$ cat config.mk
export PLATFORM = sky130hd
export DESIGN_NAME = alu
export DESIGN_NICKNAME = d
export VERILOG_FILES = /design/src/design/mips_config.svh /design/src/design/mips_pkg.sv /design/src/design/alu.sv
export SDC_FILE = /design/constraint.sdc
export NUM_CORES = 1
export LEC_CHECK = 0
export ABC_AREA = 1
export BUFFER_PORTS_ARGS = -buffer_cell sky130_fd_sc_hd__buf_2
export CAP_MARGIN = 20
export CELL_PAD_IN_SITES_DETAIL_PLACEMENT = 0
export CELL_PAD_IN_SITES_GLOBAL_PLACEMENT = 1
export CORE_ASPECT_RATIO = 0.6
export CORE_MARGIN = 4
export CORE_UTILIZATION = 30
export DETAILED_ROUTE_END_ITERATION = 8
export GPL_TIMING_DRIVEN = 1
export PLACE_DENSITY_LB_ADDON = 0.1
export SYNTH_ARGS = -nofsm -noshare
export SYNTH_HDL_FRONTEND = slang
export SYNTH_SLANG_ARGS = --single-unit
export TNS_END_PERCENT = 50
$ cat constraint.sdc
create_clock -name vclk -period 1.95
set_input_delay 0.0975 -clock vclk [all_inputs]
set_output_delay 0.0975 -clock vclk [all_outputs]
set_load 0.02 [all_outputs]
$ cat src/design/mips_config.svh
`ifndef MIPS_CONFIG_SVH
`define MIPS_CONFIG_SVH

// address of the first fetched instruction
`define MIPS_RESET_VECTOR 32'h0000_0400

// a jr to this address ends the run
`define MIPS_HALT_ADDR 32'h0000_0000

// instruction store depth in words
`define IMEM_WORDS 256

// data store depth in words
// word index taken from address bits above the byte offset
`define DMEM_WORDS 4096

`endif

$ cat src/design/mips_pkg.sv
package mips_pkg;

    // data word and byte address
    typedef logic [31:0] word_t;

    // register number, $0 to $31
    typedef logic [4:0] reg_idx_t;

    // primary opcodes in use
    // anything else decodes as a no-op
    typedef enum logic [5:0] {
        OP_SPECIAL = 6'h00,
        OP_BEQ     = 6'h04,
        OP_BNE     = 6'h05,
        OP_ADDIU   = 6'h09,
        OP_LUI     = 6'h0f,
        OP_LW      = 6'h23,
        OP_SW      = 6'h2b
    } opcode_t;

    // function codes under SPECIAL
    typedef enum logic [5:0] {
        FN_JR   = 6'h08,
        FN_ADDU = 6'h21,
        FN_SUBU = 6'h23,
        FN_AND  = 6'h24,
        FN_OR   = 6'h25,
        FN_SLT  = 6'h2a
    } funct_t;

    // alu operation select
    typedef enum logic [2:0] {
        ALU_ADD,
        ALU_SUB,
        ALU_AND,
        ALU_OR,
        ALU_SLT,
        ALU_LUI
    } alu_op_t;

endpackage

$ cat src/design/alu.sv
`timescale 1ns/1ps

module alu import mips_pkg::*; (
    input  word_t   a,
    input  word_t   b,
    input  alu_op_t alu_op,
    output word_t   result,
    output logic    zero
);

    logic a_lt_b;

    // two's complement compare for slt
    assign a_lt_b = $signed(a) < $signed(b);

    always_comb begin
        case (alu_op)
            // addu, addiu and address calculation
            ALU_ADD: result = a + b;
            // subu and branch compare, wraps
            ALU_SUB: result = a - b;
            ALU_AND: result = a & b;
            ALU_OR:  result = a | b;
            ALU_SLT: result = {31'd0, a_lt_b};
            // immediate to the upper half, a ignored
            ALU_LUI: result = {b[15:0], 16'h0000};
            default: result = '0;
        endcase
    end

    // equal operands on sub give zero
    assign zero = (result == '0);

endmodule

## Yosys cells after proc, flatten, opt, wreduce, memory -nomap -nowiden

Cells that the tools add are included.
W data, S select, Z words.

- $add $sub $neg: 2
- Order comparisons: 1
- Eq/ne operators: 5
- Multiplexer cells: 1
- Bitwise operators: 2
- Reduce and logical (&&, ||, !) cells: 2

Operators with widths:

| kind | count |
|---|---|
| $pmux W32 S6 | 1 |
| $add A32 B32 Y32 | 1 |
| $and A32 B32 Y32 | 1 |
| $logic_not A32 Y1 | 1 |
| $lt A32 B32 Y1 | 1 |
| $or A32 B32 Y32 | 1 |
| $sub A32 B32 Y32 | 1 |
| $eq A3 B2 Y1 const B | 2 |
| $eq A3 B3 Y1 const B | 2 |
| $eq A3 B1 Y1 const B | 1 |
| $logic_not A3 Y1 | 1 |

- Flip-flop bits (word level): 0
- Bits of input ports: 67

## Longest topological paths before layout

- Depth after elaboration: 3
- Depth in mapped cells: 21
- Gate-level depth less buffers: 20

## Worst setup path before layout

OpenSTA, ideal clock, no wires.

- Path kind: input port to output port
- From: in a[0]
- To: out zero
- Data arrival time: 2.247 ns
- Setup slack: -0.395 ns
- Cell stages on the path: 18
- Path through: ha_1 > inv_1 > fa_1 > inv_1 > nand3_1 > nand3_1 > nand2_1 > nand2_1 > nand2_1 > nand2_1 > nand2_1 > nand3_1 > nand3_1 > nor2_1 > nand2_1 > nor2_1 > nand3_1 > nor2_1

- Word-level cells in the longest chain between the ends: 3

Ends and longest elaborated chain:

| what | RTL line | text |
|---|---|---|
| from (decl) | alu.sv:4 | `input word_t a,` |
| $sub A32 B32 Y32 / $add A32 B32 Y32 (equally long branches) | alu.sv:21, alu.sv:19 |  |
| $pmux W32 S6 * | alu.sv:17 | `case (alu_op)` |
| named net result[16] | alu.sv:7 | `output word_t result,` |
| $logic_not A32 Y1 * | alu.sv:32 | `assign zero = (result == '0);` |
| to (decl) | alu.sv:8 | `output logic zero` |

The timed path passes the listed nets; every way through them passes the cells marked *.

## Worst setup path in the final report

- From: in a[0]
- To: out zero

- Word-level cells in the longest chain between the ends: 3

Ends and longest elaborated chain:

| what | RTL line | text |
|---|---|---|
| $sub A32 B32 Y32, or another cell as far along | alu.sv:21 | `ALU_SUB: result = a - b;` |
| $pmux W32 S6 * | alu.sv:17 |  |
| $logic_not A32 Y1 * | alu.sv:32 |  |

Mark *: on every way between the ends. The rest lies on a longest branch, timed or not.

==> reports/results.ini <==
[finish]
drive_above_1_share_pct = 55.4
final_nets = 2097
final_area_sq_mm = 0.0139
final_util_pct = 62.6
regArea_sq_um = 0
area_growth_pct = 104
num_antenna_cells = 0
nClkBuffers = 0
seq_cells = 0

[min_path]
hp-class = input pin to output pin
whs_path_depth = 5

[detailed_routing]
met3WireLength_mm = 4.22
vias = 10700
wl_met1_mm = 20.3
drt-total-wl_mm = 40.7
wl_per_cell_um = 18.2
top_layer_used = met5
dr.pass1.iters = 5
via_per_inst = 4.79
drt_iter0_drc = 829
drc_errors = 0
ant_nets = 0
wl_met2_mm = 16.0

[place]
pre_cts_ws_ns = -1.16
placement.cell_area_sq_mm = 0.0110
gp_congestion = 1.01
place.port_buffers = 100
dp_hpwl_mm = 34.7

[setup_path]
crit_path_cell_trace = buf_8 -> inv_6 -> ha_4 -> fa_2 -> clkinv_4 -> nand2_4 -> nand2_4 -> nand2_4 -> nand2_4 -> nand2_4 -> nand2_4 -> nand3_4 -> nand2_2 -> nand2_2 -> nand3_4 -> nand4_1 -> nor2_1 -> nand2_1 -> nor2_4 -> buf_6
crit_path_max_incr_delay_ns = 0.42
arrival_ns = 2.46
path_common_cell = nand2_4
cp-end-kind = output pin
crit_path_start_kind = input pin
worst-path-stages = 20
critPathKind = input pin to output pin
slowest_stage = fa_2
crit_fanout = 4
critPathBufInv = 4
path_delay_family = simple AND/OR/NAND/NOR gates
cp.required_ns = 1.85

[sta]
setup_viol = 28
finalHoldViolations = 0
fmax_mhz = 391
slew_headroom_pct = 54.4
rsz0062_at_grt = yes
period_needed_ns = 2.56
drv_slew = 0
fin_crit_sh_pct = 131
worstMarginPinSlew_ns = 0.683
fin_hold_ws_ns = 0.729
tns_ns = -6.71
timing.final.ws_setup_ns = -0.607

[synthesis]
synthDistinctLibCells = 32
synth_seq_area_share_pct = 0
synth_top_area_cell = nand2_1
synth_area_sq_mm = 0.00679
syn_nets = 1553
yosys-top-cells-area = nand2_1 26%, ha_1 18%, inv_1 18%
yosys-top-cells-count = 475 x nand2_1, 320 x inv_1, 131 x nor2_1
synth_top_area_share_pct = 26.2
yosysMostFrequentCell = nand2_1
syn_avg_cell_area_sq_um = 4.89
synth_cells = 1388
yosys_warnings = 0

[die]
core_sq_mm = 0.0222
die_x_um = 202
start_util_pct = 30.6
placementRows = 42
die_area_sq_mm = 0.0252
ioPinCount = 100
die_height_um = 125

[global_route]
grt_start_max_net_pins = 25
grt_pass1_vias = 9856
antenna_found_initial = 1
track_usage_pct = 30.4
overflow = 0
grt_pass1_wl_mm = 58.9

[power_and_ir_drop]
p_leak_nw = 7.69
power_density_mw_per_mm2 = 325
vdd_drop_max_v = 0.000183

[run]
maxCapViolCount = 0

[status]
status = finished, violations left
violations = negative setup slack

-- power breakdown --
group	leakage, nW	switching [W]	internal [W]
Combinational	7.69	0.00245	0.00206
Clock	0	0	0
Sequential	0	0	0
-- placed cells by master (no fill, tap or decap), types with 25 or more instances in the layout --
| cell type | count |
|---|---|
| a21oi_1 | 35 |
| buf_2 | 52 |
| buf_4 | 416 |
| buf_6 | 83 |
| ha_1 | 57 |
| ha_4 | 31 |
| inv_1 | 226 |
| inv_2 | 76 |
| nand2_1 | 316 |
| nand2_2 | 125 |
| nand2_4 | 45 |
| nand3_1 | 71 |
| nand3_2 | 28 |
| nand4_1 | 25 |
| nor2_1 | 63 |
| nor2_2 | 36 |
| nor2_4 | 49 |
| o22ai_1 | 26 |
-- layout make-up --
cell class                      instances  area, sq um
Tap cell                              308          385
Inverter                              328         1310
Fill cell                            2172         8300
Timing Repair Buffer                  575         4730
Multi-Input combinational cell       1027         7450
-- tightest hold or removal path, stage by stage --
cell	delay (ns)
buf_2	0.09
buf_4	0.13
a21oi_1	0.08
nand3_2	0.11
buf_6	0.12
-- metrics by stage --
step	instances	total power (W)
after floorplan	1388	0.00161
after global placement	2163	0.00334
after detailed placement	2163	0.00334
after CTS	2206	0.00388
after global routing	2238	0.00480
final	2238	0.00452
-- cells by family after synthesis --
family                   Yosys count  synth area share [%]
AND/OR/NAND/NOR                  800                  50.0
AO/OA/AOI/OAI                    129                  10.6
buffers and inverters            361                  21.0
adder cells (fa/ha/maj)           98                  18.3
-- final timing paths --
| path | start | slack (ns) | endpoint |
|---|---|---|---|
| setup / recovery | a[0] | -0.61 | zero |
| hold / removal | b[6] | 0.73 | result[22] |
-- per-layer routing --
metal / global-route usage (%) / vias up
met5: 2.78 / -
met4: 0.558 / 2
met3: 7.26 / 18
met2: 42.1 / 402
met1: 48.9 / 4972
li1: - / 5335
-- what timing repair did --
item | in CTS | in global routing
hold buffers | 0 | 0
buffers inserted | 44 | 47
resized for setup | 331 | 360
pin swaps | 82 | 155
endpoints found under the setup margin | 30 | 29
No activity file was read; power rests on OpenSTA's default activity.
