[src/design/mips_config.svh]
`ifndef MIPS_CONFIG_SVH
`define MIPS_CONFIG_SVH

// address of the first fetched instruction
`define MIPS_RESET_VECTOR 32'h0000_0400

// a jr to this address ends the run
`define MIPS_HALT_ADDR 32'h0000_0000

// instruction store depth in words
`define IMEM_WORDS 256

// data store depth in words
// word index taken from address bits above the byte offset
`define DMEM_WORDS 4096

`endif

[src/design/mips_pkg.sv]
package mips_pkg;

    // data word and byte address
    typedef logic [31:0] word_t;

    // register number, $0 to $31
    typedef logic [4:0] reg_idx_t;

    // primary opcodes in use
    // anything else decodes as a no-op
    typedef enum logic [5:0] {
        OP_SPECIAL = 6'h00,
        OP_BEQ     = 6'h04,
        OP_BNE     = 6'h05,
        OP_ADDIU   = 6'h09,
        OP_LUI     = 6'h0f,
        OP_LW      = 6'h23,
        OP_SW      = 6'h2b
    } opcode_t;

    // function codes under SPECIAL
    typedef enum logic [5:0] {
        FN_JR   = 6'h08,
        FN_ADDU = 6'h21,
        FN_SUBU = 6'h23,
        FN_AND  = 6'h24,
        FN_OR   = 6'h25,
        FN_SLT  = 6'h2a
    } funct_t;

    // alu operation select
    typedef enum logic [2:0] {
        ALU_ADD,
        ALU_SUB,
        ALU_AND,
        ALU_OR,
        ALU_SLT,
        ALU_LUI
    } alu_op_t;

endpackage

[src/design/reg_file.sv]
`timescale 1ns/1ps

module reg_file import mips_pkg::*; (
    input  logic     clk,
    input  logic     reset,
    input  reg_idx_t rs,
    input  reg_idx_t rt,
    input  reg_idx_t wr_idx,
    input  word_t    wr_data,
    input  logic     reg_write,
    output word_t    rs_data,
    output word_t    rt_data,
    output word_t    register_v0
);

    // v0 sits at index 2
    localparam reg_idx_t V0_IDX = 5'd2;

    word_t regs [32];

    // write on the edge that ends the instruction
    always_ff @(posedge clk) begin
        if (reset) begin
            for (int i = 0; i < 32; i++) begin
                regs[i] <= '0;
            end
        end else if (reg_write && (wr_idx != '0)) begin
            // $0 writes dropped so it stays zero
            regs[wr_idx] <= wr_data;
        end
    end

    // no bypass, same-cycle reads see the old value
    assign rs_data = regs[rs];
    assign rt_data = regs[rt];

    // observation tap
    assign register_v0 = regs[V0_IDX];

endmodule

[config.mk]
export PLATFORM = sky130hd
export DESIGN_NAME = reg_file
export DESIGN_NICKNAME = d
export VERILOG_FILES = /design/src/design/mips_config.svh /design/src/design/mips_pkg.sv /design/src/design/reg_file.sv
export SDC_FILE = /design/constraint.sdc
export NUM_CORES = 2
export LEC_CHECK = 0
export ABC_CLOCK_PERIOD_IN_PS = 2300
export BUFFER_PORTS_ARGS = -buffer_cell sky130_fd_sc_hd__buf_4
export CORE_UTILIZATION = 60
export CTS_CLUSTER_DIAMETER = 100
export DETAILED_ROUTE_END_ITERATION = 8
export GPL_TIMING_DRIVEN = 0
export PLACE_DENSITY = 0.79
export SYNTH_ARGS = -nofsm -noshare
export SYNTH_HDL_FRONTEND = slang
export SYNTH_SLANG_ARGS = --single-unit
[constraint.sdc]
create_clock -name clk -period 2.3 [get_ports clk]
set_input_delay 0.46 -clock clk [delete_from_list [all_inputs] [get_ports clk]]
set_output_delay 0.46 -clock clk [all_outputs]
set_load 0.05 [all_outputs]
Word level (Yosys, flattened, before mapping) --
Memory sizes are Yosys's and may differ from the RTL's. Index checks and enable logic that the tools add are counted.
Storage, ports and cells: bits of input ports 50, latch bits 0, logic and storage cells 12, memories 1, bits in read-only memories 0, memory bits (writable) 1024, output and inout port bits 96, bits in registers 0
Memory list:
- regs | depth 32, width 32, rd ports 3, clocked after memory_dff 0, wr ports 32, line reg_file.sv:19 | word_t regs [32];
Operators by class: eq/ne operators 0, divide/modulo/power cells 0, $mul 0, muxes and demuxes 8, reduce and logical (&&, ||, !) cells 3, shifts and indexed selects 0, bitwise gates (word level) 0, add/subtract/negate cells 0, order comparisons 0
Operators by type and width (number):
- 2-to-1 mux 32 bit | 1
- OR reduction 32 bit | 1
- 2-to-1 mux 1 bit | 6
- 2-to-1 mux 5 bit | 1
- nonzero test 5 bit | 1
- logical AND 1 bit | 1

Logic depth before layout (Yosys ltp) --
depth after elaboration 7, mapped depth 8, depth with buffers taken out 5

Least setup slack after synthesis --
OpenSTA, ideal clock, no wires.
path kind input-to-output, start in rt[1], end out rt_data[25], cell stages on the path 8, buffers on the path 4, required time 1.840 ns, setup slack -0.032 ns, arrival 1.872 ns, path through buf_4 > buf_6 > buf_6 > buf_6 > mux2i_1 > a22oi_1 > a31oi_1 > nand3_1
On the way: cells in the longest elaborated chain, start to end 1
Ends and longest elaborated chain:
- start, declared | line reg_file.sv:7 | input reg_idx_t rt,
- memory read (32 x 32 bit)
- end, declared | line reg_file.sv:12 | output word_t rt_data,
No other way between the ends.

==> impl_metrics.ini <==
[status]
outcome = complete, but fails checks
failed_checks = DRC, setup timing

[grt]
grt_pass1_wl_um = 295000
grt_usage = 0.446
grt_pass1_vias = 42417
overflow = 0
grt_start_max_net_pins = 33
grt_antenna_before_repair = 16

[sta]
final_max_slew_viol_count = 0
finalCritPeriodShare = 1.20
worst_slack_ns = -0.462
finalCriticalPeriod_ns = 2.76
fmax_ghz = 0.362
finalHoldViolCount = 0
rsz0062_at_grt = yes
tightest_slew_ns = 1.18
worst_slew_margin_rel = 0.215
setup_viol = 262
fin_hold_ws_ns = 0.0551

[synthesis]
synth_top_family_by_area = multiplexers
synth_compound_area_frac = 0.0699
synth-simple-area-share = 0.157
ys_seq_area_frac = 0.548
yosys_register_bits = 1024
syn_area_per_cell_um2 = 12.2
ys_top_cells_by_area = edfxtp_1 (55%), mux2i_1 (18%), and2_1 (11%)
syn_area_um2 = 56100
async_reset_ff_frac = 0
synth_xor_area_frac = 0
synth_top_area_share = 0.548
synth_edf_count = 1024
yosysTopAreaCell = edfxtp_1
netlist_instances = 4605
synth_cell_type_count = 30
synth_ff_type = edfxtp_1
synth_fa_ha_area_frac = 0
yosys_warnings = 0
muxShareOfSynthArea = 0.183

[pwr]
power_density_nw_per_um2 = 716
vdd_ir_drop_max_uv = 667
pwr-share-seq = 0.461
pwr-share-comb = 0.164
p_switching_mw = 13.5
sw_frac_of_total = 0.281
p_leak_nw = 26.5
total_power_mw = 48.0
internal_power_mw = 34.6
clockPowerShare = 0.375

[layout]
multi_input_area_um2 = 25300
fill_cells = 6073
top_regs = regs x1024
largest_reg_flops = 1024
regArea_um2 = 30700
areaGrowthSynthToFinish_pct = 19.5
fin_nets = 5005
drive_gt1_frac = 0.210
largest_register = regs

[clocking]
cts_max_level = 3
root_buffer = clkbuf_16
cts_hold_buffers = 0
cts_tree = yes
clk_pin_slew_worst_paths_ns = 0.07
numCtsBuffers = 106
cts_sinks = 1024
clockBufferDepth = 3

[place]
pre_cts_slack_ns = -1.67
dp_hpwl_um = 147000
portBuffers = 143
place.gp.congestion = 1.03

[setup_path]
cp_cell_sequence = buf_4 > mux2i_1 > a22o_1 > nor3_1 > a31oi_2 > nand3_2 > buf_6
critPathMaxStageDelay_ns = 0.44
required_ns = 1.84
worstPathArrival_ns = 2.30
end_kind = output port
cpMaxStageDelayCell = edfxtp_1
critPathMaxFanout = 2
criticalPathCategory = reg -> out
cp-start-kind = flop
crit_path_start = regs[1][0]

[die]
rows = 111
dieHeight_um = 308
io_pins = 146
dieArea_um2 = 94800
die_w_um = 308
coreArea_um2 = 92200
start_util = 0.609

[routing]
ant_nets = 0
via_per_inst = 6.95
wirelength_um = 217000
first_pass_iters = 9
drt_iter0_markers = 6543
route.detailed.drc = 2
wire_per_inst_um = 34.5
vias = 43726

[job]
max_cap_violations = 0

[hold_path]
holdCritStartpoint = wr_data[7]
hp-class = in -> reg
## cell type report
| class | instances | share of cell area |
|---|---|---|
| Sequential cell | 1024 | 0.458 |
| Multi-Input combinational cell | 3167 | 0.376 |
| Buffer | 443 | 0.0572 |
| Clock buffer | 127 | 0.0413 |
| Timing Repair Buffer | 213 | 0.0324 |
| Tap cell | 1243 | 0.0232 |
| Clock inverter | 67 | 0.0110 |
| Antenna cell | 8 | 0.000298 |
## critical path: cells and delay by family (launching register included)
kind | cells | cell delay (ns)
AOI/OAI and AO/OA | 2 | 0.40
buffers and inverters | 2 | 0.36
DFF | 1 | 0.44
muxes | 1 | 0.16
and+or+nand+nor | 2 | 0.23
## kinds of logic (layout without fill, tap and decap cells)
kind of cell	Yosys count	after routing
muxes	1024	1024
AOI/OAI and AO/OA	576	576
DFF	1024	1024
buffers and inverters	446	850
other	1	40
and+or+nand+nor	1534	1535
## routing by layer
layer | wire, µm | GRT usage | vias to the layer above
li1 | - | - | 17567
met1 | 71900 | 0.533 | 21292
met2 | 93900 | 0.665 | 3868
met3 | 35000 | 0.186 | 991
met4 | 16200 | 0.285 | 8
met5 | 58 | 0 | -
## power by group through the flow
stage          Combinational, mW  Clock [mW]  Sequential (mW)
6_report                    7.88        18.0             22.2
5_1_grt                     7.94        18.4             22.2
4_1_cts                     7.33        17.6             22.1
3_5_place_dp                6.34           0             22.5
3_3_place_gp                6.25           0             22.4
2_1_floorplan               3.86           0             22.4
## metrics by stage
| stage | instance area [µm²] | utilization | std cells | TNS, ns |
|---|---|---|---|---|
| after global routing | 67100 | 0.727 | 6284 | -19.01 |
| after CTS | 66300 | 0.719 | 6266 | -15.15 |
| after floorplan | 56300 | - | 4636 | 0 |
| after detailed placement | 59000 | 0.639 | 6023 | -977.27 |
| after global placement | 58900 | 0.639 | 6022 | -970.75 |
| final | 67100 | 0.728 | 6292 | -28.18 |
## path summary, 6_finish.rpt
check         end  slack [ns]  depth (start not counted)
max    rt_data[0]       -0.46                          7
min    regs[5][7]        0.06                          2
## synthesized netlist by cell type (23+ instances only)
master    number
edfxtp_1    1024
a21oi_1      192
nand3_1      193
buf_4         65
nand2_1      195
a31oi_1       64
clkbuf_1     204
nor3_1        64
and2_1       994
a22oi_1      192
a22o_1       128
buf_2         48
buf_6         46
buf_1         23
or2_2         33
mux2i_1     1024
clkbuf_2      56
## timing repair
item	in CTS	in global routing
gates resized for setup	824	140
gates cloned	7	6
buffers inserted	44	14
pin swaps	174	107
setup endpoints to repair	711	359
## placed cells by master, fill, tap and decap left out, drive strengths merged
cell	Yosys	final
a21oi	192	192
a22o	128	128
a22oi	192	192
a31oi	64	64
and2	994	994
buf	182	394
bufinv	0	15
clkbuf	264	389
clkinv	0	45
clkinvlp	0	3
conb	1	32
diode	0	8
edfxtp	1024	1024
inv	0	4
mux2i	1024	1024
nand2	196	196
nand2b	5	5
nand3	194	194
nand3b	4	4
nor2	35	35
nor2b	5	5
nor3	64	64
or2	33	34
or3	2	2
or3b	2	2
(Power assumes the default switching activity.)
