## src/design/mips_config.svh

```systemverilog
`ifndef MIPS_CONFIG_SVH
`define MIPS_CONFIG_SVH

// address of the first fetched instruction
`define MIPS_RESET_VECTOR 32'h0000_0400

// a jr to this address ends the run
`define MIPS_HALT_ADDR 32'h0000_0000

// instruction store depth in words
`define IMEM_WORDS 256

// data store depth in words
// word index taken from address bits above the byte offset
`define DMEM_WORDS 4096

`endif

```

## src/design/mips_pkg.sv

```systemverilog
package mips_pkg;

    // data word and byte address
    typedef logic [31:0] word_t;

    // register number, $0 to $31
    typedef logic [4:0] reg_idx_t;

    // primary opcodes in use
    // anything else decodes as a no-op
    typedef enum logic [5:0] {
        OP_SPECIAL = 6'h00,
        OP_BEQ     = 6'h04,
        OP_BNE     = 6'h05,
        OP_ADDIU   = 6'h09,
        OP_LUI     = 6'h0f,
        OP_LW      = 6'h23,
        OP_SW      = 6'h2b
    } opcode_t;

    // function codes under SPECIAL
    typedef enum logic [5:0] {
        FN_JR   = 6'h08,
        FN_ADDU = 6'h21,
        FN_SUBU = 6'h23,
        FN_AND  = 6'h24,
        FN_OR   = 6'h25,
        FN_SLT  = 6'h2a
    } funct_t;

    // alu operation select
    typedef enum logic [2:0] {
        ALU_ADD,
        ALU_SUB,
        ALU_AND,
        ALU_OR,
        ALU_SLT,
        ALU_LUI
    } alu_op_t;

endpackage

```

## src/design/instr_decoder.sv

```systemverilog
`timescale 1ns/1ps

module instr_decoder import mips_pkg::*; (
    input  word_t    instr,
    input  logic     active,
    output reg_idx_t rs,
    output reg_idx_t rt,
    output reg_idx_t rd,
    output word_t    imm,
    output alu_op_t  alu_op,
    output logic     alu_src_imm,
    output logic     reg_write,
    output logic     reg_dst_rd,
    output logic     mem_to_reg,
    output logic     mem_write,
    output logic     mem_read,
    output logic     branch_eq,
    output logic     branch_ne,
    output logic     jump_reg
);

    opcode_t opcode;
    funct_t  funct;

    // field split, same positions for every format
    assign opcode = opcode_t'(instr[31:26]);
    assign funct  = funct_t'(instr[5:0]);
    assign rs     = instr[25:21];
    assign rt     = instr[20:16];
    assign rd     = instr[15:11];

    // sign-extended 16-bit immediate
    assign imm = {{16{instr[15]}}, instr[15:0]};

    always_comb begin
        // defaults form a no-op
        alu_op      = ALU_ADD;
        alu_src_imm = 1'b0;
        reg_write   = 1'b0;
        reg_dst_rd  = 1'b0;
        mem_to_reg  = 1'b0;
        mem_write   = 1'b0;
        mem_read    = 1'b0;
        branch_eq   = 1'b0;
        branch_ne   = 1'b0;
        jump_reg    = 1'b0;

        case (opcode)
            OP_SPECIAL: begin
                reg_dst_rd = 1'b1;
                case (funct)
                    FN_ADDU: begin
                        alu_op    = ALU_ADD;
                        reg_write = 1'b1;
                    end
                    FN_SUBU: begin
                        alu_op    = ALU_SUB;
                        reg_write = 1'b1;
                    end
                    FN_AND: begin
                        alu_op    = ALU_AND;
                        reg_write = 1'b1;
                    end
                    FN_OR: begin
                        alu_op    = ALU_OR;
                        reg_write = 1'b1;
                    end
                    FN_SLT: begin
                        alu_op    = ALU_SLT;
                        reg_write = 1'b1;
                    end
                    // target comes straight from rs_data
                    FN_JR: jump_reg = 1'b1;
                    default: reg_dst_rd = 1'b0;
                endcase
            end
            OP_ADDIU: begin
                alu_src_imm = 1'b1;
                reg_write   = 1'b1;
            end
            OP_LUI: begin
                alu_op      = ALU_LUI;
                alu_src_imm = 1'b1;
                reg_write   = 1'b1;
            end
            // base plus offset on the adder
            OP_LW: begin
                alu_src_imm = 1'b1;
                reg_write   = 1'b1;
                mem_to_reg  = 1'b1;
                mem_read    = 1'b1;
            end
            OP_SW: begin
                alu_src_imm = 1'b1;
                mem_write   = 1'b1;
            end
            // compare by subtraction, zero flag decides
            OP_BEQ: begin
                alu_op    = ALU_SUB;
                branch_eq = 1'b1;
            end
            OP_BNE: begin
                alu_op    = ALU_SUB;
                branch_ne = 1'b1;
            end
            default: alu_op = ALU_ADD;
        endcase

        // idle or halted core changes no state
        if (!active) begin
            reg_write = 1'b0;
            mem_write = 1'b0;
            mem_read  = 1'b0;
            branch_eq = 1'b0;
            branch_ne = 1'b0;
            jump_reg  = 1'b0;
        end
    end

    // a store never writes back a register
    assert final (!(mem_write && reg_write));

endmodule

```

## config.mk

```make
export PLATFORM = sky130hd
export DESIGN_NAME = instr_decoder
export DESIGN_NICKNAME = d
export VERILOG_FILES = /design/src/design/mips_config.svh /design/src/design/mips_pkg.sv /design/src/design/instr_decoder.sv
export SDC_FILE = /design/constraint.sdc
export NUM_CORES = 1
export LEC_CHECK = 0
export BUFFER_PORTS_ARGS = -buffer_cell sky130_fd_sc_hd__buf_2
export CORE_MARGIN = 5
export CORE_UTILIZATION = 33
export DETAILED_ROUTE_END_ITERATION = 10
export GPL_ROUTABILITY_DRIVEN = 0
export PLACE_DENSITY = 0.87
export SLEW_MARGIN = 40
export SYNTH_ARGS = -nofsm -noshare
export SYNTH_HDL_FRONTEND = slang
export SYNTH_SLANG_ARGS = --single-unit
```

## constraint.sdc

```tcl
create_clock -name vclk -period 2.4
set_input_delay 0.48 -clock vclk [all_inputs]
set_output_delay 0.48 -clock vclk [all_outputs]
set_load 0.005 [all_outputs]
```

# Yosys cells after proc, flatten, opt, wreduce, memory -nomap -nowiden
# Cells that the tools add are included.
# word_totals
reg_bits,0
input_bits,33
output_inout_bits,59
# classes
eq_ne,12
mux,19
n_reduce_logical,6
# ops
operator,n
6-bit equality test (second input constant),7
6-bit by 4-bit equality test with 1-bit output (second input constant),3
1-bit 2-to-1 mux,16
6-bit by 3-bit equality test with 1-bit output (second input constant),2
3-bit case mux with 4 select lines,1
3-bit case mux with 3 select lines,1
6-bit logical NOT,1
6-bit OR reduction,1
5-bit OR reduction,1
4-bit OR reduction,1
3-bit OR reduction,1
1-bit case mux with 2 select lines,1
2-bit OR reduction,1

# Longest topological paths before layout
# depth
word_depth,5
ltp_mapped,5
depth_no_buf,4

# Worst setup path after synthesis
# Ideal clock, no wire load.
# synth_timing
kind,in2out
start,in instr[27]
end,out jump_reg
arrival_time_ns,1.676
required_ns,1.920
path_slack_ns,0.244
path_stages,3
path_buffers,0
path_cell_list,or4_4 -> or4_4 -> nor4_4
# synth_via
elab_chain_cells,3
# synth_lines
element,line_no,text
start: declaration,instr_decoder.sv:4,"input word_t instr,"
6-bit logical NOT,instr_decoder.sv:48,case (opcode)
1-bit 2-to-1 mux,instr_decoder.sv:48,
1-bit 2-to-1 mux,instr_decoder.sv:110,if (!active) begin
end: declaration,instr_decoder.sv:19,output logic jump_reg
# Every way passes these cells.

# Final worst setup path
# layout_timing
start,in instr[31]
end,out jump_reg
# The elaborated chain is that of the path after synthesis.

==> reports/metrics.cfg <==
[status]
status=completed

[layout]
nClkBuffers=0
final_area_sq_um=564.3
finalNonFillerCells=114
nFillCells=237
seq_cell_count=0
nNetsFinal=122
regArea_sq_um=0
diodes=0
utilization=0.2819
area_delta_synth_final_pct=-19.46
drive_above_1_share=0.4828

[sta]
period_minus_slack_ns=2.342
hold_viol=0
fmax_mhz=427.0
setup_viol=0
slew_headroom=0.7190
worstMarginPinSlew_ns=0.4157
rsz0062_at_grt=true
finalWorstSetupSlack_ns=0.05831
period_share=0.9757
finalMaxSlewViolations=0

[floorplan]
die_x_um=56.08
coreArea_sq_mm=0.002002
fp.dieH_um=56.08
num_io_pins=92
rows=16
dieArea_sq_mm=0.003145
start_util=0.3500

[placement]
dp_slack_ns=-0.03956
placed_cell_area_sq_um=540.5
hpwl_mm=1.273
placed_cells=114
port_buffers=31

[synth]
synth_warnings=0
syn_inst=102
synth_area_sq_um=700.7
yosysSeqAreaShare=0
syn_area_per_cell_sq_um=6.869
synth_cell_types=27
synth.net_count=135

[drt]
vias_per_cell=4.746
vias=541
drtIter0Drc=20
wl_mm=1.443
detail-route-antenna-nets=0
routedWlPerCell_um=12.66
drt_pass1_iterations=4
drc=0

[setup_path]
path_common_cell=or4_4
critical_path_class=input port to output pin
cp.arrival_ns=1.86
crit_chain=buf_6 -> or4_4 -> or4_4 -> nor4_4 -> buf_2
worstSetupEndpointType=output pin
critPathMaxFanout=3
cp_slowest_cell=or4_4
critical_path.top_delay_family=simple AND/OR/NAND/NOR gates
cp.required_ns=1.92
cp-start-kind=input port
path_buf_inv=2
max_stage_delay_ns=0.53

[clock_tree]
cts_hold_buf=0
post_cts_buffers=0

[min_path]
min_path_cells=0
min_to=imm[10]
min-delay-start=instr[10]
hold_path.class=input port to output pin

[global_routing]
grt_pass1_vias=530
track_usage=0.08507
use_met1=0.08707
grt_use_met3=0.02784
busiest_layer=met2
grt_max_degree=19
antenna_found_initial=0
grt_use_met2=0.1686
grt-ovfl-total=0
grt_pass1_wl_mm=2.352

[pwr]
powerDensity_mw_per_mm2=122.1
p_total_uw=68.92
peakVddDrop_uv=32.29
leakagePower_nw=0.2609

[run]
maxCapViolations=0

cell usage after synthesis (all sizes together):
cell / instances / share of area
buf: 50 / 0.54
nor2: 8 / 0.043
nand2: 5 / 0.027
a21oi: 4 / 0.029
inv: 3 / 0.016
nor2b: 3 / 0.027
nor3: 3 / 0.021
o21ai: 3 / 0.021
nand2b: 2 / 0.018
nand3: 2 / 0.014
nand3b: 2 / 0.021
nand4: 2 / 0.018
nor4: 2 / 0.039
or4: 2 / 0.032
a2bb2oi: 1 / 0.013
a31oi: 1 / 0.0089
mux2i: 1 / 0.014
nor4b: 1 / 0.013
nor4bb: 1 / 0.014
o21bai: 1 / 0.011
o22ai: 1 / 0.0089
o31ai: 1 / 0.011
or3b: 1 / 0.013
or4b: 1 / 0.014
xnor2: 1 / 0.013
cell type report:
cell class         instances  area (sq um)  share of cell area
inverters                  3         11.26             0.01996
multi-input cells         49         321.6              0.5698
well taps                 27         33.78             0.05987
repair buffers            35         197.7              0.3503
through the flow:
stage / setup TNS [ns] / hold slack (ns)
after CTS: -0.01878 / 0.9600
after floorplan: 0 / 0.9965
after detailed placement: -0.03956 / 0.9600
after global routing: -0.002885 / 0.9600
final: 0 / 0.9600
after global placement: -0.03704 / 0.9600
kinds of logic after synthesis:
| logic type | synth area share |
|---|---|
| buffers and inverters | 0.5571 |
| and+or+nand+nor | 0.3143 |
| AOI/OAI and AO/OA | 0.1018 |
| xor gates and xnor gates | 0.01250 |
| muxes | 0.01429 |
routing by layer:
metal,part of all wire,vias up,wire length [um]
met2,0.49,27,703
met1,0.35,240,509
li1,-,270,-
met5,0,-,0
met3,0.15,4,221
met4,0.0055,0,8
power breakdown:
part,total [mW],leakage (nW),internal [mW],switching [mW]
clock network,0,0,0,0
logic,0.0689,0.261,0.0325,0.0364
registers,0,0,0,0
layout by cell type, fill, tap and decap left out, types with 3 or more instances in the layout:
cell type and n:
buf_2 29, nor2_1 8, nand2_1 5, a21oi_1 4, buf_4 4, o21ai_0 3
nor2b_1 3, inv_1 3
how the worst max path moves through the flow:
stage	cells past startpoint	slack [ns]	from	endpoint
global placement	5	-0.04	instr[27]	jump_reg
CTS	5	-0.02	instr[31]	jump_reg
detailed placement	5	-0.04	instr[27]	jump_reg
global route	5	-0.003	instr[31]	jump_reg
floorplan	3	0.24	instr[27]	jump_reg
finish	5	0.06	instr[31]	jump_reg
what timing repair did:
| action | 4_1_cts | 5_1_grt |
|---|---|---|
| resized for setup | 3 | 1 |
| endpoints found under the setup margin | 1 | 3 |
| pin swaps | 4 | 1 |
(Power assumes the default switching activity.)
