File: config.mk
export PLATFORM = sky130hd
export DESIGN_NAME = pc_unit
export DESIGN_NICKNAME = d
export VERILOG_FILES = /design/src/design/mips_pkg.sv /design/src/design/pc_unit.sv
export VERILOG_INCLUDE_DIRS = /design/src /design/src/design
export SDC_FILE = /design/constraint.sdc
export NUM_CORES = 1
export LEC_CHECK = 0
export ABC_AREA = 1
export ABC_CLOCK_PERIOD_IN_PS = 3100
export BUFFER_PORTS_ARGS = -buffer_cell sky130_fd_sc_hd__buf_2
export CAP_MARGIN = 10
export CORE_MARGIN = 4
export CORE_UTILIZATION = 42
export DETAILED_ROUTE_END_ITERATION = 10
export PLACE_DENSITY_LB_ADDON = 0.12
export SLEW_MARGIN = 20
export SYNTH_ARGS = -nofsm -noshare
export SYNTH_HDL_FRONTEND = slang
export SYNTH_SLANG_ARGS = --single-unit
File: constraint.sdc
create_clock -name clk -period 3.1 [get_ports clk]
set_input_delay 0.155 -clock clk [delete_from_list [all_inputs] [get_ports clk]]
set_output_delay 0.155 -clock clk [all_outputs]
set_load 0.01 [all_outputs]
File: src/design/mips_config.svh
`ifndef MIPS_CONFIG_SVH
`define MIPS_CONFIG_SVH

// address of the first fetched instruction
`define MIPS_RESET_VECTOR 32'h0000_0400

// a jr to this address ends the run
`define MIPS_HALT_ADDR 32'h0000_0000

// instruction store depth in words
`define IMEM_WORDS 256

// data store depth in words
// word index taken from address bits above the byte offset
`define DMEM_WORDS 4096

`endif

File: src/design/mips_pkg.sv
package mips_pkg;

    // data word and byte address
    typedef logic [31:0] word_t;

    // register number, $0 to $31
    typedef logic [4:0] reg_idx_t;

    // primary opcodes in use
    // anything else decodes as a no-op
    typedef enum logic [5:0] {
        OP_SPECIAL = 6'h00,
        OP_BEQ     = 6'h04,
        OP_BNE     = 6'h05,
        OP_ADDIU   = 6'h09,
        OP_LUI     = 6'h0f,
        OP_LW      = 6'h23,
        OP_SW      = 6'h2b
    } opcode_t;

    // function codes under SPECIAL
    typedef enum logic [5:0] {
        FN_JR   = 6'h08,
        FN_ADDU = 6'h21,
        FN_SUBU = 6'h23,
        FN_AND  = 6'h24,
        FN_OR   = 6'h25,
        FN_SLT  = 6'h2a
    } funct_t;

    // alu operation select
    typedef enum logic [2:0] {
        ALU_ADD,
        ALU_SUB,
        ALU_AND,
        ALU_OR,
        ALU_SLT,
        ALU_LUI
    } alu_op_t;

endpackage

File: src/design/pc_unit.sv
`timescale 1ns/1ps
`include "mips_config.svh"

module pc_unit import mips_pkg::*; (
    input  logic  clk,
    input  logic  reset,
    input  logic  branch_eq,
    input  logic  branch_ne,
    input  logic  jump_reg,
    input  logic  zero,
    input  word_t imm,
    input  word_t rs_data,
    output word_t pc,
    output logic  active
);

    // idle until the first edge out of reset, then run until halt
    typedef enum logic [1:0] {
        ST_IDLE,
        ST_RUN,
        ST_HALT
    } run_state_t;

    run_state_t state;
    word_t      pc_plus4;
    word_t      next_pc;
    logic       branch_taken;
    logic       halt_taken;

    assign pc_plus4 = pc + 32'd4;

    // enables arrive already gated by active
    assign branch_taken = (branch_eq && zero) || (branch_ne && !zero);
    assign halt_taken = jump_reg && (rs_data == `MIPS_HALT_ADDR);

    // no delay slot, target follows directly
    always_comb begin
        if (jump_reg) begin
            next_pc = rs_data;
        end else if (branch_taken) begin
            next_pc = pc_plus4 + (imm << 2);
        end else begin
            next_pc = pc_plus4;
        end
    end

    always_ff @(posedge clk) begin
        if (reset) begin
            pc    <= `MIPS_RESET_VECTOR;
            state <= ST_IDLE;
        end else begin
            case (state)
                // first cycle out of reset fetches but does not retire
                ST_IDLE: state <= ST_RUN;
                ST_RUN: begin
                    if (halt_taken) begin
                        // pc left where the jr sits
                        state <= ST_HALT;
                    end else begin
                        pc <= next_pc;
                    end
                end
                default: state <= ST_HALT;
            endcase
        end
    end

    assign active = (state == ST_RUN);

    // fetch never sees a misaligned pc
    assert property (@(posedge clk) disable iff (reset) active |-> (pc[1:0] == 2'b00));

endmodule

Yosys cells after proc, flatten, opt, wreduce, memory -nomap -nowiden
Cells that the tools add are included.
Storage, ports and cells
  output and inout port bits: 33
  register bits: 34
  word-level logic and storage cells: 19
  input bits: 70
Cells by class
  bitwise gates (word level): 1
  reductions and logical operators: 8
  mux-type cells: 4
  $add $sub $neg: 2
  equal/unequal tests: 2
Operators by type and width (number)
  32-bit two-way mux: 2
  32-bit by 3-bit adder with 32-bit output (second input constant): 1
  32-bit adder: 1
  32-bit logical NOT: 1
  2-bit one-hot mux with 2 select lines: 1
  1-bit logical AND: 3
  2-bit by 1-bit == test with 1-bit output (second input constant): 1
  2-bit logical NOT: 1
  2-bit two-way mux: 1
  2-bit by 1-bit != test with 1-bit output (second input constant): 1
  2-bit AND reduction: 1
  1-bit logical NOT: 1
  1-bit logical OR: 1
  1-bit inverter: 1

Logic depth before layout (Yosys ltp)
Gate-level depths: netlist of run 1.
  word-level depth: 5
  depth in mapped cells: 25
  mapped depth without buffers: 25

Least setup slack after synthesis of run 1
No wires, ideal clock.
  kind: reg-to-reg
  from: register pc[2]
  to: register pc[31]
  path slack: 436 ps
  required time: 2968 ps
  buffers on the path: 0
  arrival: 2531 ps
  stages on the path, launching flop included: 22
  setup time: 132 ps
  path through: dfxtp_1 -> ha_1 -> inv_1 -> nor2_2 -> nand2_1 -> nor2_1 -> nand3_1 -> nand3b_1 -> nand2_1 -> inv_2 -> ha_1 -> nand2_1 -> nor2_1 -> nand2_1 -> nor2_1 -> nand2_1 -> nand2_1 -> nand2_1 -> nand3_1 -> nand2_1 -> nand2_1 -> a21oi_1
Between the ends
  word-level cells in the longest chain between the ends: 4
Ends and longest elaborated chain
  start: declaration: line pc_unit.sv:13  | output word_t pc,
  start signal: assignment: line pc_unit.sv:49  | pc <= `MIPS_RESET_VECTOR;
  start signal: assignment: line pc_unit.sv:60  | pc <= next_pc;
  32-bit by 3-bit adder with 32-bit output (*): line pc_unit.sv:30  | assign pc_plus4 = pc + 32'd4;
  32-bit adder: line pc_unit.sv:41  | next_pc = pc_plus4 + (imm << 2);
  32-bit two-way mux (*): line pc_unit.sv:40  | end else if (branch_taken) begin
  32-bit two-way mux (*): line pc_unit.sv:38  | if (jump_reg) begin
Mark *: on every way between the ends. The rest lies on a longest branch, timed or not.
A chain may end at the register's enable or synchronous reset.

Worst setup path after layout of run 1
  from: register pc[3]
  to: register pc[20]
Same word-level chain as after synthesis.

==> results of run 1 <==
[cell usage after synthesis, drive strengths merged, types with 3 or more instances]
library cell,number
nand2,335
nor2,140
inv,129
nand3,65
a21oi,63
ha,37
dfxtp,34
o21ai,25
xor2,17
clkbuf,12
xnor2,12
nand4,11
o21bai,10
buf,9
nor3,9
a21o,6
nand3b,5
or2,5
and2,3
[power breakdown]
| group | total (W) | switching, W | internal [W] | leakage [nW] |
|---|---|---|---|---|
| logic | 0.00126 | 0.000758 | 0.000499 | 3.19 |
| registers | 0.000557 | 0.0000633 | 0.000494 | 0.285 |
| clock network | 0.000663 | 0.000181 | 0.000482 | 0.0971 |
[kinds of logic after synthesis]
family,Yosys count
buffers and inverters,152
AO/OA/AOI/OAI,109
flip-flops,34
adder cells (fa/ha/maj),38
AND/OR/NAND/NOR,576
XOR/XNOR,29
[worst max-delay path by stage]
stage	startpoint	to	slack [ps]	cells past startpoint
6_report	pc[3]$_SDFFE_PP0P_	pc[20]$_SDFFE_PP0P_	150	20
3_5_place_dp	pc[3]$_SDFFE_PP0P_	pc[28]$_SDFFE_PP0P_	-80	18
4_1_cts	pc[8]$_SDFFE_PP0P_	pc[20]$_SDFFE_PP0P_	4	18
5_1_grt	pc[9]$_SDFFE_PP0P_	pc[21]$_SDFFE_PP0P_	-40	18
2_1_floorplan	pc[2]$_SDFFE_PP0P_	pc[31]$_SDFFE_PP0P_	440	21
3_3_place_gp	pc[3]$_SDFFE_PP0P_	pc[28]$_SDFFE_PP0P_	-10	17
[sequential cells by signal, indices dropped and copies added (netlist names)]
signal and count:
pc 32, state 2
[worst min-delay path, cell delays in order]
cell	delay (ps)
buf_2	90
a211oi_1	60
nor2_1	70
[routing by layer]
| layer | share of wire, % | global-route usage, % |
|---|---|---|
| met2 | 43 | 38.7 |
| met3 | 5.3 | 2.40 |
| met5 | 0 | 0 |
| met4 | 0.96 | 4.54 |
| met1 | 50 | 36.3 |
[placed cells by master, fill, tap and decap left out, drive strengths merged, types with 6 or more instances in the layout]
cell	Yosys	layout
inv	129	130
ha	37	37
clkbuf	12	6
dfxtp	34	34
buf	9	158
nand2	335	335
nand3	65	65
xor2	17	17
nor2	140	140
nor3	9	9
a21oi	63	63
o21bai	10	10
o21ai	25	25
nand4	11	11
a21o	6	6
xnor2	12	12
[cell type report]
class | count | share of cell area [%]
inverter | 131 | 7.38
clock inverter | 2 | 0.902
multi-input combinational | 752 | 62.3
timing repair buffer | 158 | 14.0
sequential | 34 | 10.6
clock buffer | 6 | 2.08
tap | 143 | 2.69
[through the flow]
stage,hold slack (ps),worst slack [ps]
finish,131,151
global route,157,-41.6
CTS,118,4.03
detailed placement,419,-80.0
global placement,420,-14.3
floorplan,301,436
[repair_timing]
action,4_1_cts,5_1_grt
pin swaps,0,13
hold endpoints to repair,0,0
hold buffers,0,0
endpoints found under the setup margin,4,20
cloned,0,0
resized for setup,4,96
buffers inserted,0,4
==> impl_results.md, run 1 <==
- Status: finished clean
- Top cells by area, synth: nand2_1 25%, dfxtp_1 14%, nor2_1 9.9%
- Vias in the first global route: 5,511
- Total number of vias: 5,999
- Post-synthesis adder-cell area fraction: 9.59%
- Synth cell types: 42
- Post-Synth Simple-Gate Area: 47.3%
- Setup violators final: 0
- Ys async rst share: 0%
- Placed insts: 1,214
- Mux cell area share after synthesis: 0%
- Fmax: 0.339 GHz
- Synthesized area per cell: 5.37 um^2
- Top-area cell type share of the netlist area: 24.9%
- Post-synthesis compound-gate area fraction: 12.0%
- Max stage delay on crit path: 360 ps
- Clock Sinks: 34
- Hold Crit Start: rs_data[7]
- Peak supply drop: 0.000466 V
- Gp weighted congestion: 0.978
- Drt first pass iters: 5
- Crit share post-route: 95.1%
- Worst-Skew Late Latency: 280 ps
- Initial DRC Count: 410
- Largest family of logic cells by synthesized area: simple AND/OR/NAND/NOR gates
- CTS tree: yes
- I/O Buffers: 100
- Routed wire per std cell: 14.0 um
- EDFF count, synth: 0
- Fin cells: 1,226
- Die Width: 118 um
- Cell mode on critical path: nand2_1
- RSZ-0062 raised after global routing: true
- Layout cells sized above 1: 24.7%
- First-pass GRT wire length: 27,600 um
- Startpoint class of the critical path: flop
- Slew headroom: 42.2%
- N_diodes: 0
- Syn Nets: 1,046
- DRC errors left: 0
- Pleak: 3.58 nW
- Max Root-Sink Buffers: 2
- CP max FO: 5
- FF+latch area: 706 um^2
- Post-Syn Instances: 938
- Final HPWL DP: 14,200 um
- Setup Total Neg Slack: 0 ps
- Vias/cell: 4.89
- Hold Path Stages: 3
- Pwr Total: 0.00248 W
- Critical path cell sequence: ha_1 > inv_1 > nor2_2 > buf_4 > nand3_2 > xor2_2 > inv_1 > ha_4 > nand2_1 > inv_1 > nand2_1 > nor3_2 > buf_4 > nand2_1 > nand2_1 > xor2_2 > nand2_1 > nand2_1 > nand2_1 > a21oi_1
- Final WL: 17,200 um
- GRT Total Usage: 24.4%
- Max-cap violations: 0
- Post-Synth XOR/XNOR Area: 5.34%
- Kind of end point of the critical path: flop
- RR Startpoint: pc[3]$_SDFFE_PP0P_
- Routed Antenna Nets: 0
- Final Hold Viols: 0
- Initial core utilization: 43.6%
- Post-synth top area cell: nand2_1
- Sequential area share after synthesis: 13.5%
- CP required: 3300 ps
- CTS H-tree lvls: 2
- Clock edge transition at the registers on the reported setup and hold paths: 50 ps
- Ys flop type: dfxtp_1
- Synth-to-Final Area Change: 32.2%
- Setup CP Type: reg2reg
- Die extent in y: 118 um
- Fin util: 57.6%
- Total global routing overflow: 0
- IO Count: 103
- Crit path buffers/inverters: 5
- Multi-input logic area: 4150 um^2
- R2R depth: 20
- Worst Tran Pin Value: 866 ps
- R2R Setup Slk: 150 ps
- Fillcell total: 1,270
- Fin area: 6660 um^2
- Die area: 13,800 um^2
- Pwr dens: 372 nW/um^2
- Tmin final: 2950 ps
- Slowest-stage cell, CP: dfxtp_4
- End of the worst register-to-register path: pc[20]$_SDFFE_PP0P_
- Class of the worst hold path: in2reg
- Area post-placement: 6000 um^2
- Nets: 1,190
- Num CTS Buffers: 5
- Root Buffer: clkbuf_16
- Flop and latch count out of synthesis: 34
- Synth Cell Area: 5040 um^2
- CP delay by family, top: simple AND/OR/NAND/NOR gates
- Fin Clk Skew: 4.92 ps
- Largest net degree at the start of global routing: 62
- Pins Over Slew Limit: 0
- WHS Endpoint: pc[7]$_SDFFE_PP0P_
- Yosys warns: 0
- Initial antenna violation count: 0
- FP Rows: 39
- CP arrival: 3150 ps
- Core box area: 11,600 um^2
Note: power is estimated with default switching activity, not from simulation.
==> inputs of run 2 (changes only) <==
--- a/config.mk
+++ b/config.mk
@@ -6,10 +6,9 @@
 export SDC_FILE = /design/constraint.sdc
 export NUM_CORES = 1
 export LEC_CHECK = 0
-export ABC_AREA = 1
+export ABC_AREA = 0
 export ABC_CLOCK_PERIOD_IN_PS = 3100
 export BUFFER_PORTS_ARGS = -buffer_cell sky130_fd_sc_hd__buf_2
-export CAP_MARGIN = 10
 export CORE_MARGIN = 4
 export CORE_UTILIZATION = 42
 export DETAILED_ROUTE_END_ITERATION = 10
==> run 2 against run 1 <==
The run now ends with setup timing left. Largest power group unchanged. Clock-buffer cell count decreased by 1. Critical path type unchanged. Global-route usage rose by 3.0 points. Highest routed layer unchanged. Sequential power fell by 9.5%. Sequential share of layout area is 0.48 points higher.
==> impl_results.md, run 2 <==
- Status: complete, but fails checks
- Failing checks: setup timing
- Commonest non-fill, non-tap cell in the layout: buf_4
- CP arrival: 3300 ps (+150 ps)
- Number of flip-flops in the largest register: 32 (unchanged)
- Top-area cell type share of the netlist area: 16.4% (-8.5 points)
- GRT Total Usage: 27.5% (+3.0 points)
- Num CTS Buffers: 5 (unchanged)
- Initial core utilization: 42.9% (-0.65 points)
- N_diodes: 0 (unchanged)
- GR peak layer: met2
- Crit share post-route: 101% (+5.8 points)
- Pwr dens: 310 nW/um^2 (-17%)
- Max Root-Sink Buffers: 2 (unchanged)
- Total global routing overflow: 0 (unchanged)
- Gp weighted congestion: 0.947 (-3.2%)
- Setup CP Type: reg2reg
- Synthesized area per cell: 7.36 um^2 (+37%)
- Ys async rst share: 0% (unchanged)
- CTS H-tree lvls: 2 (unchanged)
- Hold_buf cts: 0 (unchanged)
- Pins Over Slew Limit: 0 (unchanged)
- Initial DRC Count: 369 (-10%)
- Slew headroom: 51.9% (+9.7 points)
- Ys flop type: dfxtp_1
- FP Rows: 36 (-7.7%)
- Pleak: 2.94 nW (-18%)
- Class of the worst hold path: in2reg
- Vias in the first global route: 5,245 (-4.8%)
- Setup Total Neg Slack: -28.1 ps (-28.1 ps)
- Kind of end point of the critical path: flop
- Final Hold Viols: 0 (unchanged)
- Syn Nets: 673 (-36%)
- Drt first pass iters: 5 (unchanged)
- Top flop regs: pc x32, state x2
- Nets: 883 (-26%)
- Met2 usage: 48.0% (+9.3 points)
- M3 GR Usage: 3.36% (+0.96 points)
- Routed Antenna Nets: 0 (unchanged)
- Initial antenna violation count: 0 (unchanged)
- Core box area: 9680 um^2 (-16%)
- Peak supply drop: 0.000159 V (-66%)
- Sequential area share after synthesis: 16.4% (+2.9 points)
- Top cells by area, synth: dfxtp_1 16%, ha_1 11%, xnor2_1 6.7%
- Final HPWL DP: 12,600 um (-11%)
- IO Count: 103 (unchanged)
- Startpoint class of the critical path: flop
- Root Buffer: clkbuf_8
- Fillcell total: 864 (-32%)
- Final WL: 17,100 um (-0.62%)
- Vias/cell: 5.94 (+21%)
- Tmin final: 3130 ps (+179 ps)
- Flop and latch count out of synthesis: 34 (unchanged)
- Post-synth top area cell: dfxtp_1
- Synth cell count leaders: 72 x nand2_1, 53 x a21oi_1, 44 x nor2_1
- Fin Clk Skew: 7.55 ps (+2.63 ps)
- Total number of vias: 5,393 (-10%)
- Setup WS pre-CTS: -263 ps (-183 ps)
- Largest Register: pc
- Multi-input logic area: 3820 um^2 (-7.8%)
- Clock Sinks: 34 (unchanged)
- Top-count cell post-synth: nand2_1
- FF+latch area: 699 um^2 (-0.89%)
- Largest net degree at the start of global routing: 37 (-40%)
- CP required: 3280 ps (-20 ps)
- R2R Setup Slk: -30 ps (-180 ps)
- RSZ-0062 raised after global routing: true
- Max-cap violations: 0 (unchanged)
- Synth Cell Area: 4160 um^2 (-18%)
- Yosys warns: 0 (unchanged)
- First-pass GRT wire length: 25,500 um (-7.5%)
- Pwr Total: 0.00196 W (-21%)
- Die extent in y: 107 um (-8.6%)
- Synth-to-Final Area Change: 52.0%
- Clock edge transition at the registers on the reported setup and hold paths: 80 ps (+30 ps)
- Setup violators final: 1 (+1)
- Worst Tran Pin Value: 722 ps (-144 ps)
- Worst-Skew Late Latency: 310 ps (+30 ps)
- Most frequent cells in the layout: 126 x buf_4, 100 x buf_2, 69 x nand2_1
- Setup ws final: -28.1 ps (-179 ps)
- Die area: 11,600 um^2 (-16%)
- EDFF count, synth: 0 (unchanged)
- Post-Syn Instances: 565 (-40%)
- Synth cell types: 67 (+60%)
- M1 GR Usage: 34.4% (-2.0 points)
- CTS tree: yes
- I/O Buffers: 100 (unchanged)
- Die Width: 107 um (-8.6%)
- CP max FO: 4 (-1)
- Routed wire per std cell: 18.8 um (+34%)
- Layout cells sized above 1: 42.5% (+18 points)
- DRC errors left: 0 (unchanged)
- Fmax: 0.320 GHz (-5.7%)
-- run 2: changes by cell type in the layout (fill, tap and decap cells not counted), moves of 12 or more --
cell / before / now
nand3_1: 60 / 14
nor2_2: 17 / 0
a21oi_1: 57 / 45
inv_1: 127 / 7
buf_4: 58 / 126
a21o_1: 6 / 20
o211ai_1: 1 / 19
nand2_1: 325 / 69
xnor2_1: 6 / 22
nor2_1: 113 / 43
-- run 2: routing by layer --
metal  part of all wire, %  wire (um)
met1                    41       6970
met3                   7.1       1220
met2                    50       8480
met4                   2.5        433
met5                     0          0
-- run 2: path summary, 6_finish.rpt --
check                             start  depth (start not counted)                     to
hold / removal               rs_data[1]                          3     pc[1]$_SDFFE_PP0P_
setup reg to reg    pc[11]$_SDFFE_PP0P_                         13    pc[26]$_SDFFE_PP0P_
setup / recovery    pc[11]$_SDFFE_PP0P_                         13    pc[26]$_SDFFE_PP0P_
hold reg to reg   state[1]$_SDFFE_PP0N_                          2  state[1]$_SDFFE_PP0N_
-- run 2: metrics by stage --
stage	util [%]	hold slack, ps	area [um^2]	std cells
after floorplan	-	302	4170	565
after global placement	57.5	412	5570	883
after detailed placement	57.5	432	5570	883
after CTS	61.4	115	5950	902
after global routing	65.2	136	6320	908
final	65.2	110	6320	908
-- run 2: where the power goes --
group / switching (W) / leakage, nW / total (W) / internal (W)
logic: 0.000588 / 2.61 / 0.00112 / 0.000530
registers: 0.0000307 / 0.285 / 0.000504 / 0.000474
clock network: 0.000188 / 0.0438 / 0.000339 / 0.000151
total: 0.000806 / 2.94 / 0.00196 / 0.00115
-- run 2: cells by family (layout without fill, tap and decap cells) --
family                   count (synthesis)  count (layout)  share of synthesized area (%)
AO/OA/AOI/OAI                          179             179                           29.0
XOR/XNOR                                46              46                           9.87
adder cells (fa/ha/maj)                 38              38                           11.6
buffers and inverters                   35             245                           3.73
flip-flops                              34              34                           16.4
multiplexers                             7               7                           1.75
AND/OR/NAND/NOR                        226             226                           27.7
-- run 2: layout make-up --
cell class | instances | area share (%)
Timing Repair Buffer | 231 | 24.1
Sequential cell | 34 | 11.1
Tap cell | 133 | 2.63
Clock inverter | 2 | 0.158
Multi-Input combinational cell | 496 | 60.6
Clock buffer | 5 | 1.09
Inverter | 7 | 0.416
-- run 2: worst max-delay path, stage by stage, from the launching register on --
cell,delay [ps]
dfxtp_1,350
and4_4,260
and3_4,220
and4_1,240
xor2_2,110
ha_4,290
buf_4,100
buf_4,120
nand4_1,160
o211ai_1,380
nand3_1,200
buf_4,180
o31ai_1,230
o211ai_1,150
-- run 2: what timing repair did --
| action | CTS | global route |
|---|---|---|
| buffers inserted | 12 | 6 |
| pin swaps | 25 | 52 |
| endpoints found under the setup margin | 18 | 22 |
| resized for setup | 44 | 58 |
==> inputs of run 3 (changes only) <==
--- a/config.mk
+++ b/config.mk
@@ -9,11 +9,12 @@
 export ABC_AREA = 0
 export ABC_CLOCK_PERIOD_IN_PS = 3100
 export BUFFER_PORTS_ARGS = -buffer_cell sky130_fd_sc_hd__buf_2
+export CORE_ASPECT_RATIO = 0.6
 export CORE_MARGIN = 4
 export CORE_UTILIZATION = 42
 export DETAILED_ROUTE_END_ITERATION = 10
 export PLACE_DENSITY_LB_ADDON = 0.12
-export SLEW_MARGIN = 20
+export SLEW_MARGIN = 10
 export SYNTH_ARGS = -nofsm -noshare
 export SYNTH_HDL_FRONTEND = slang
 export SYNTH_SLANG_ARGS = --single-unit
==> run 3 against run 2 <==
The run still ends with setup timing left. Largest power group unchanged. Via count grew 5.2%. Critical path type unchanged. Clock-buffer cell count is the same. Highest routed layer unchanged. Die area grew 0.45%. Sequential power is essentially flat. Hold slack gained 21 ps. Global-route usage grew 2.6 points. Non-clock buffer count grew 29.
==> impl_results.md, run 3 (synthesized netlist as in run 2, its figures left out) <==
- Status: complete, but fails checks
- Failing checks: setup timing
- Commonest non-fill, non-tap cell in the layout: buf_4
- N_diodes: 0 (unchanged)
- Initial antenna violation count: 0 (unchanged)
- Pleak: 3.22 nW (+9.3%)
- Multi-input logic area: 4050 um^2 (+5.8%)
- Root Buffer: clkbuf_16
- Die extent in y: 85.1 um (-21%)
- Crit path buffers/inverters: 0 (-3)
- Class of the worst hold path: in2reg
- DRC errors left: 0 (unchanged)
- Num CTS Buffers: 5 (unchanged)
- Routed Antenna Nets: 0 (unchanged)
- GRT Total Usage: 30.0% (+2.6 points)
- Number of flip-flops in the largest register: 32 (unchanged)
- Pwr dens: 353 nW/um^2 (+14%)
- Final HPWL DP: 13,500 um (+7.2%)
- Clock Sinks: 34 (unchanged)
- Fin util: 73.1% (+7.9 points)
- Initial core utilization: 44.3% (+1.3 points)
- Slowest-stage cell, CP: o311a_1
- Startpoint class of the critical path: flop
- Final Hold Viols: 0 (unchanged)
- Largest Register: pc
- Cell mode on critical path: ha_4
- Setup violators final: 12 (+11)
- Max stage delay on crit path: 410 ps (+30 ps)
- Worst-Skew Late Latency: 280 ps (-30 ps)
- Gp weighted congestion: 0.983 (+3.8%)
- Fillcell total: 750 (-13%)
- Drt first pass iters: 5 (unchanged)
- R2R Setup Slk: -130 ps (-100 ps)
- Routed wire per std cell: 19.9 um (+5.6%)
- CP arrival: 3440 ps (+140 ps)
- RSZ-0062 raised after global routing: true
- Die area: 11,600 um^2 (+0.45%)
- Fmax: 0.309 GHz (-3.2%)
- Setup ws final: -132 ps (-104 ps)
- Total number of vias: 5,672 (+5.2%)
- Setup WS pre-CTS: -308 ps (-45.6 ps)
- Hold_buf cts: 0 (unchanged)
- Slew headroom: 33.8% (-18 points)
- FF+latch area: 694 um^2 (-0.72%)
- Nets: 912 (+3.3%)
- IO Count: 103 (unchanged)
- Clock edge transition at the registers on the reported setup and hold paths: 60 ps (-20 ps)
- Core box area: 9390 um^2 (-3.0%)
- FP Rows: 27 (-25%)
- First-pass GRT wire length: 27,900 um (+9.2%)
- Fin Clk Skew: 5.73 ps (-1.82 ps)
- Crit share post-route: 104% (+3.4 points)
- Worst Tran Pin Value: 993 ps (+271 ps)
- Top flop regs: pc x32, state x2
- Critical path cell sequence: ha_4 > nand3_1 > xnor2_2 > ha_4 > and2_4 > a221oi_4 > a21oi_2 > o311a_1 > o21a_1 > o311ai_4 > o211ai_1 > a21oi_1
- Synth-to-Final Area Change: 65.1%
- Layout cells sized above 1: 48.1% (+5.6 points)
- CP delay by family, top: compound AO/OA/AOI/OAI gates
- Max Root-Sink Buffers: 2 (unchanged)
- Initial DRC Count: 509 (+38%)
- Setup CP Type: reg2reg
- Most frequent cells in the layout: 152 x buf_4, 100 x buf_2, 68 x nand2_1
- Final WL: 18,600 um (+8.8%)
- Max-cap violations: 0 (unchanged)
- CTS tree: yes
- Total global routing overflow: 0 (unchanged)
- Tmin final: 3230 ps (+104 ps)
- CTS H-tree lvls: 2 (unchanged)
- CP required: 3310 ps (+30 ps)
- CP max FO: 4 (unchanged)
- Largest net degree at the start of global routing: 35 (-5.4%)
- Kind of end point of the critical path: flop
- Vias in the first global route: 5,258 (+0.25%)
- Peak supply drop: 0.000253 V (+59%)
- Pins Over Slew Limit: 0 (unchanged)
- Die Width: 136 um (+27%)
- Vias/cell: 6.07 (+2.1%)
- I/O Buffers: 100 (unchanged)
==> run 3: changes by cell type in the layout (fill, tap and decap cells not counted), sizes merged <==
cell,change
bufinv,+2
clkinv,-1
buf,+29
==> run 3: stage by stage <==
stage	setup TNS [ps]	cells	hold WS [ps]	cell area, um^2	total power, W
3_3_place_gp	-2390	901	410	5710	0.00150
5_1_grt	-2740	935	156	6860	0.00252
4_1_cts	-254	919	136	6380	0.00227
2_1_floorplan	-23.1	565	302	4170	0.00105
6_report	-845	935	130	6860	0.00242
3_5_place_dp	-3060	901	424	5710	0.00151
==> run 3: routing by layer <==
layer,vias up,track usage (%),part of all wire [%]
li1,2594,-,-
met1,2685,47.4,46
met2,366,43.3,41
met3,27,4.80,11
met4,0,3.75,1.2
met5,-,0,0
==> run 3: area by class of cell <==
| type | instances | area share (%) |
|---|---|---|
| sequential | 34 | 10.1 |
| multi-input combinational | 496 | 58.9 |
| clock buffer | 5 | 1.82 |
| timing repair buffer | 260 | 25.4 |
| inverter | 7 | 0.383 |
| clock inverter | 3 | 1.00 |
| tap | 130 | 2.37 |
==> run 3: repair_timing <==
item                       in CTS  in global routing
setup endpoints to repair      18                 22
pin swaps                      39                 76
resized for setup              73                 70
hold endpoints to repair        0                  0
buffers inserted               10                 19
==> run 3: path summary, 6_finish.rpt <==
check	start	endpoint	depth (start not counted)
worst max-delay path	pc[3]$_SDFFE_PP0P_	pc[15]$_SDFFE_PP0P_	12
worst min register to register	state[1]$_SDFFE_PP0N_	state[1]$_SDFFE_PP0N_	2
worst min-delay path	rs_data[1]	pc[1]$_SDFFE_PP0P_	3
worst max register to register	pc[3]$_SDFFE_PP0P_	pc[15]$_SDFFE_PP0P_	12
==> run 3: worst reg2reg max path, cell delays in order, from the launching register on <==
cell	delay [ps]
dfxtp_4	370
ha_4	170
nand3_1	130
xnor2_2	270
ha_4	270
and2_4	170
a221oi_4	350
a21oi_2	150
o311a_1	410
o21a_1	210
o311ai_4	360
o211ai_1	150
a21oi_1	170
==> run 3: report_power, final <==
part / switching (W) / leakage, nW / internal, W
registers: 0.0000297 / 0.284 / 0.000473
logic: 0.000651 / 2.84 / 0.000592
clock network: 0.000212 / 0.0940 / 0.000462
total: 0.000893 / 3.22 / 0.00153
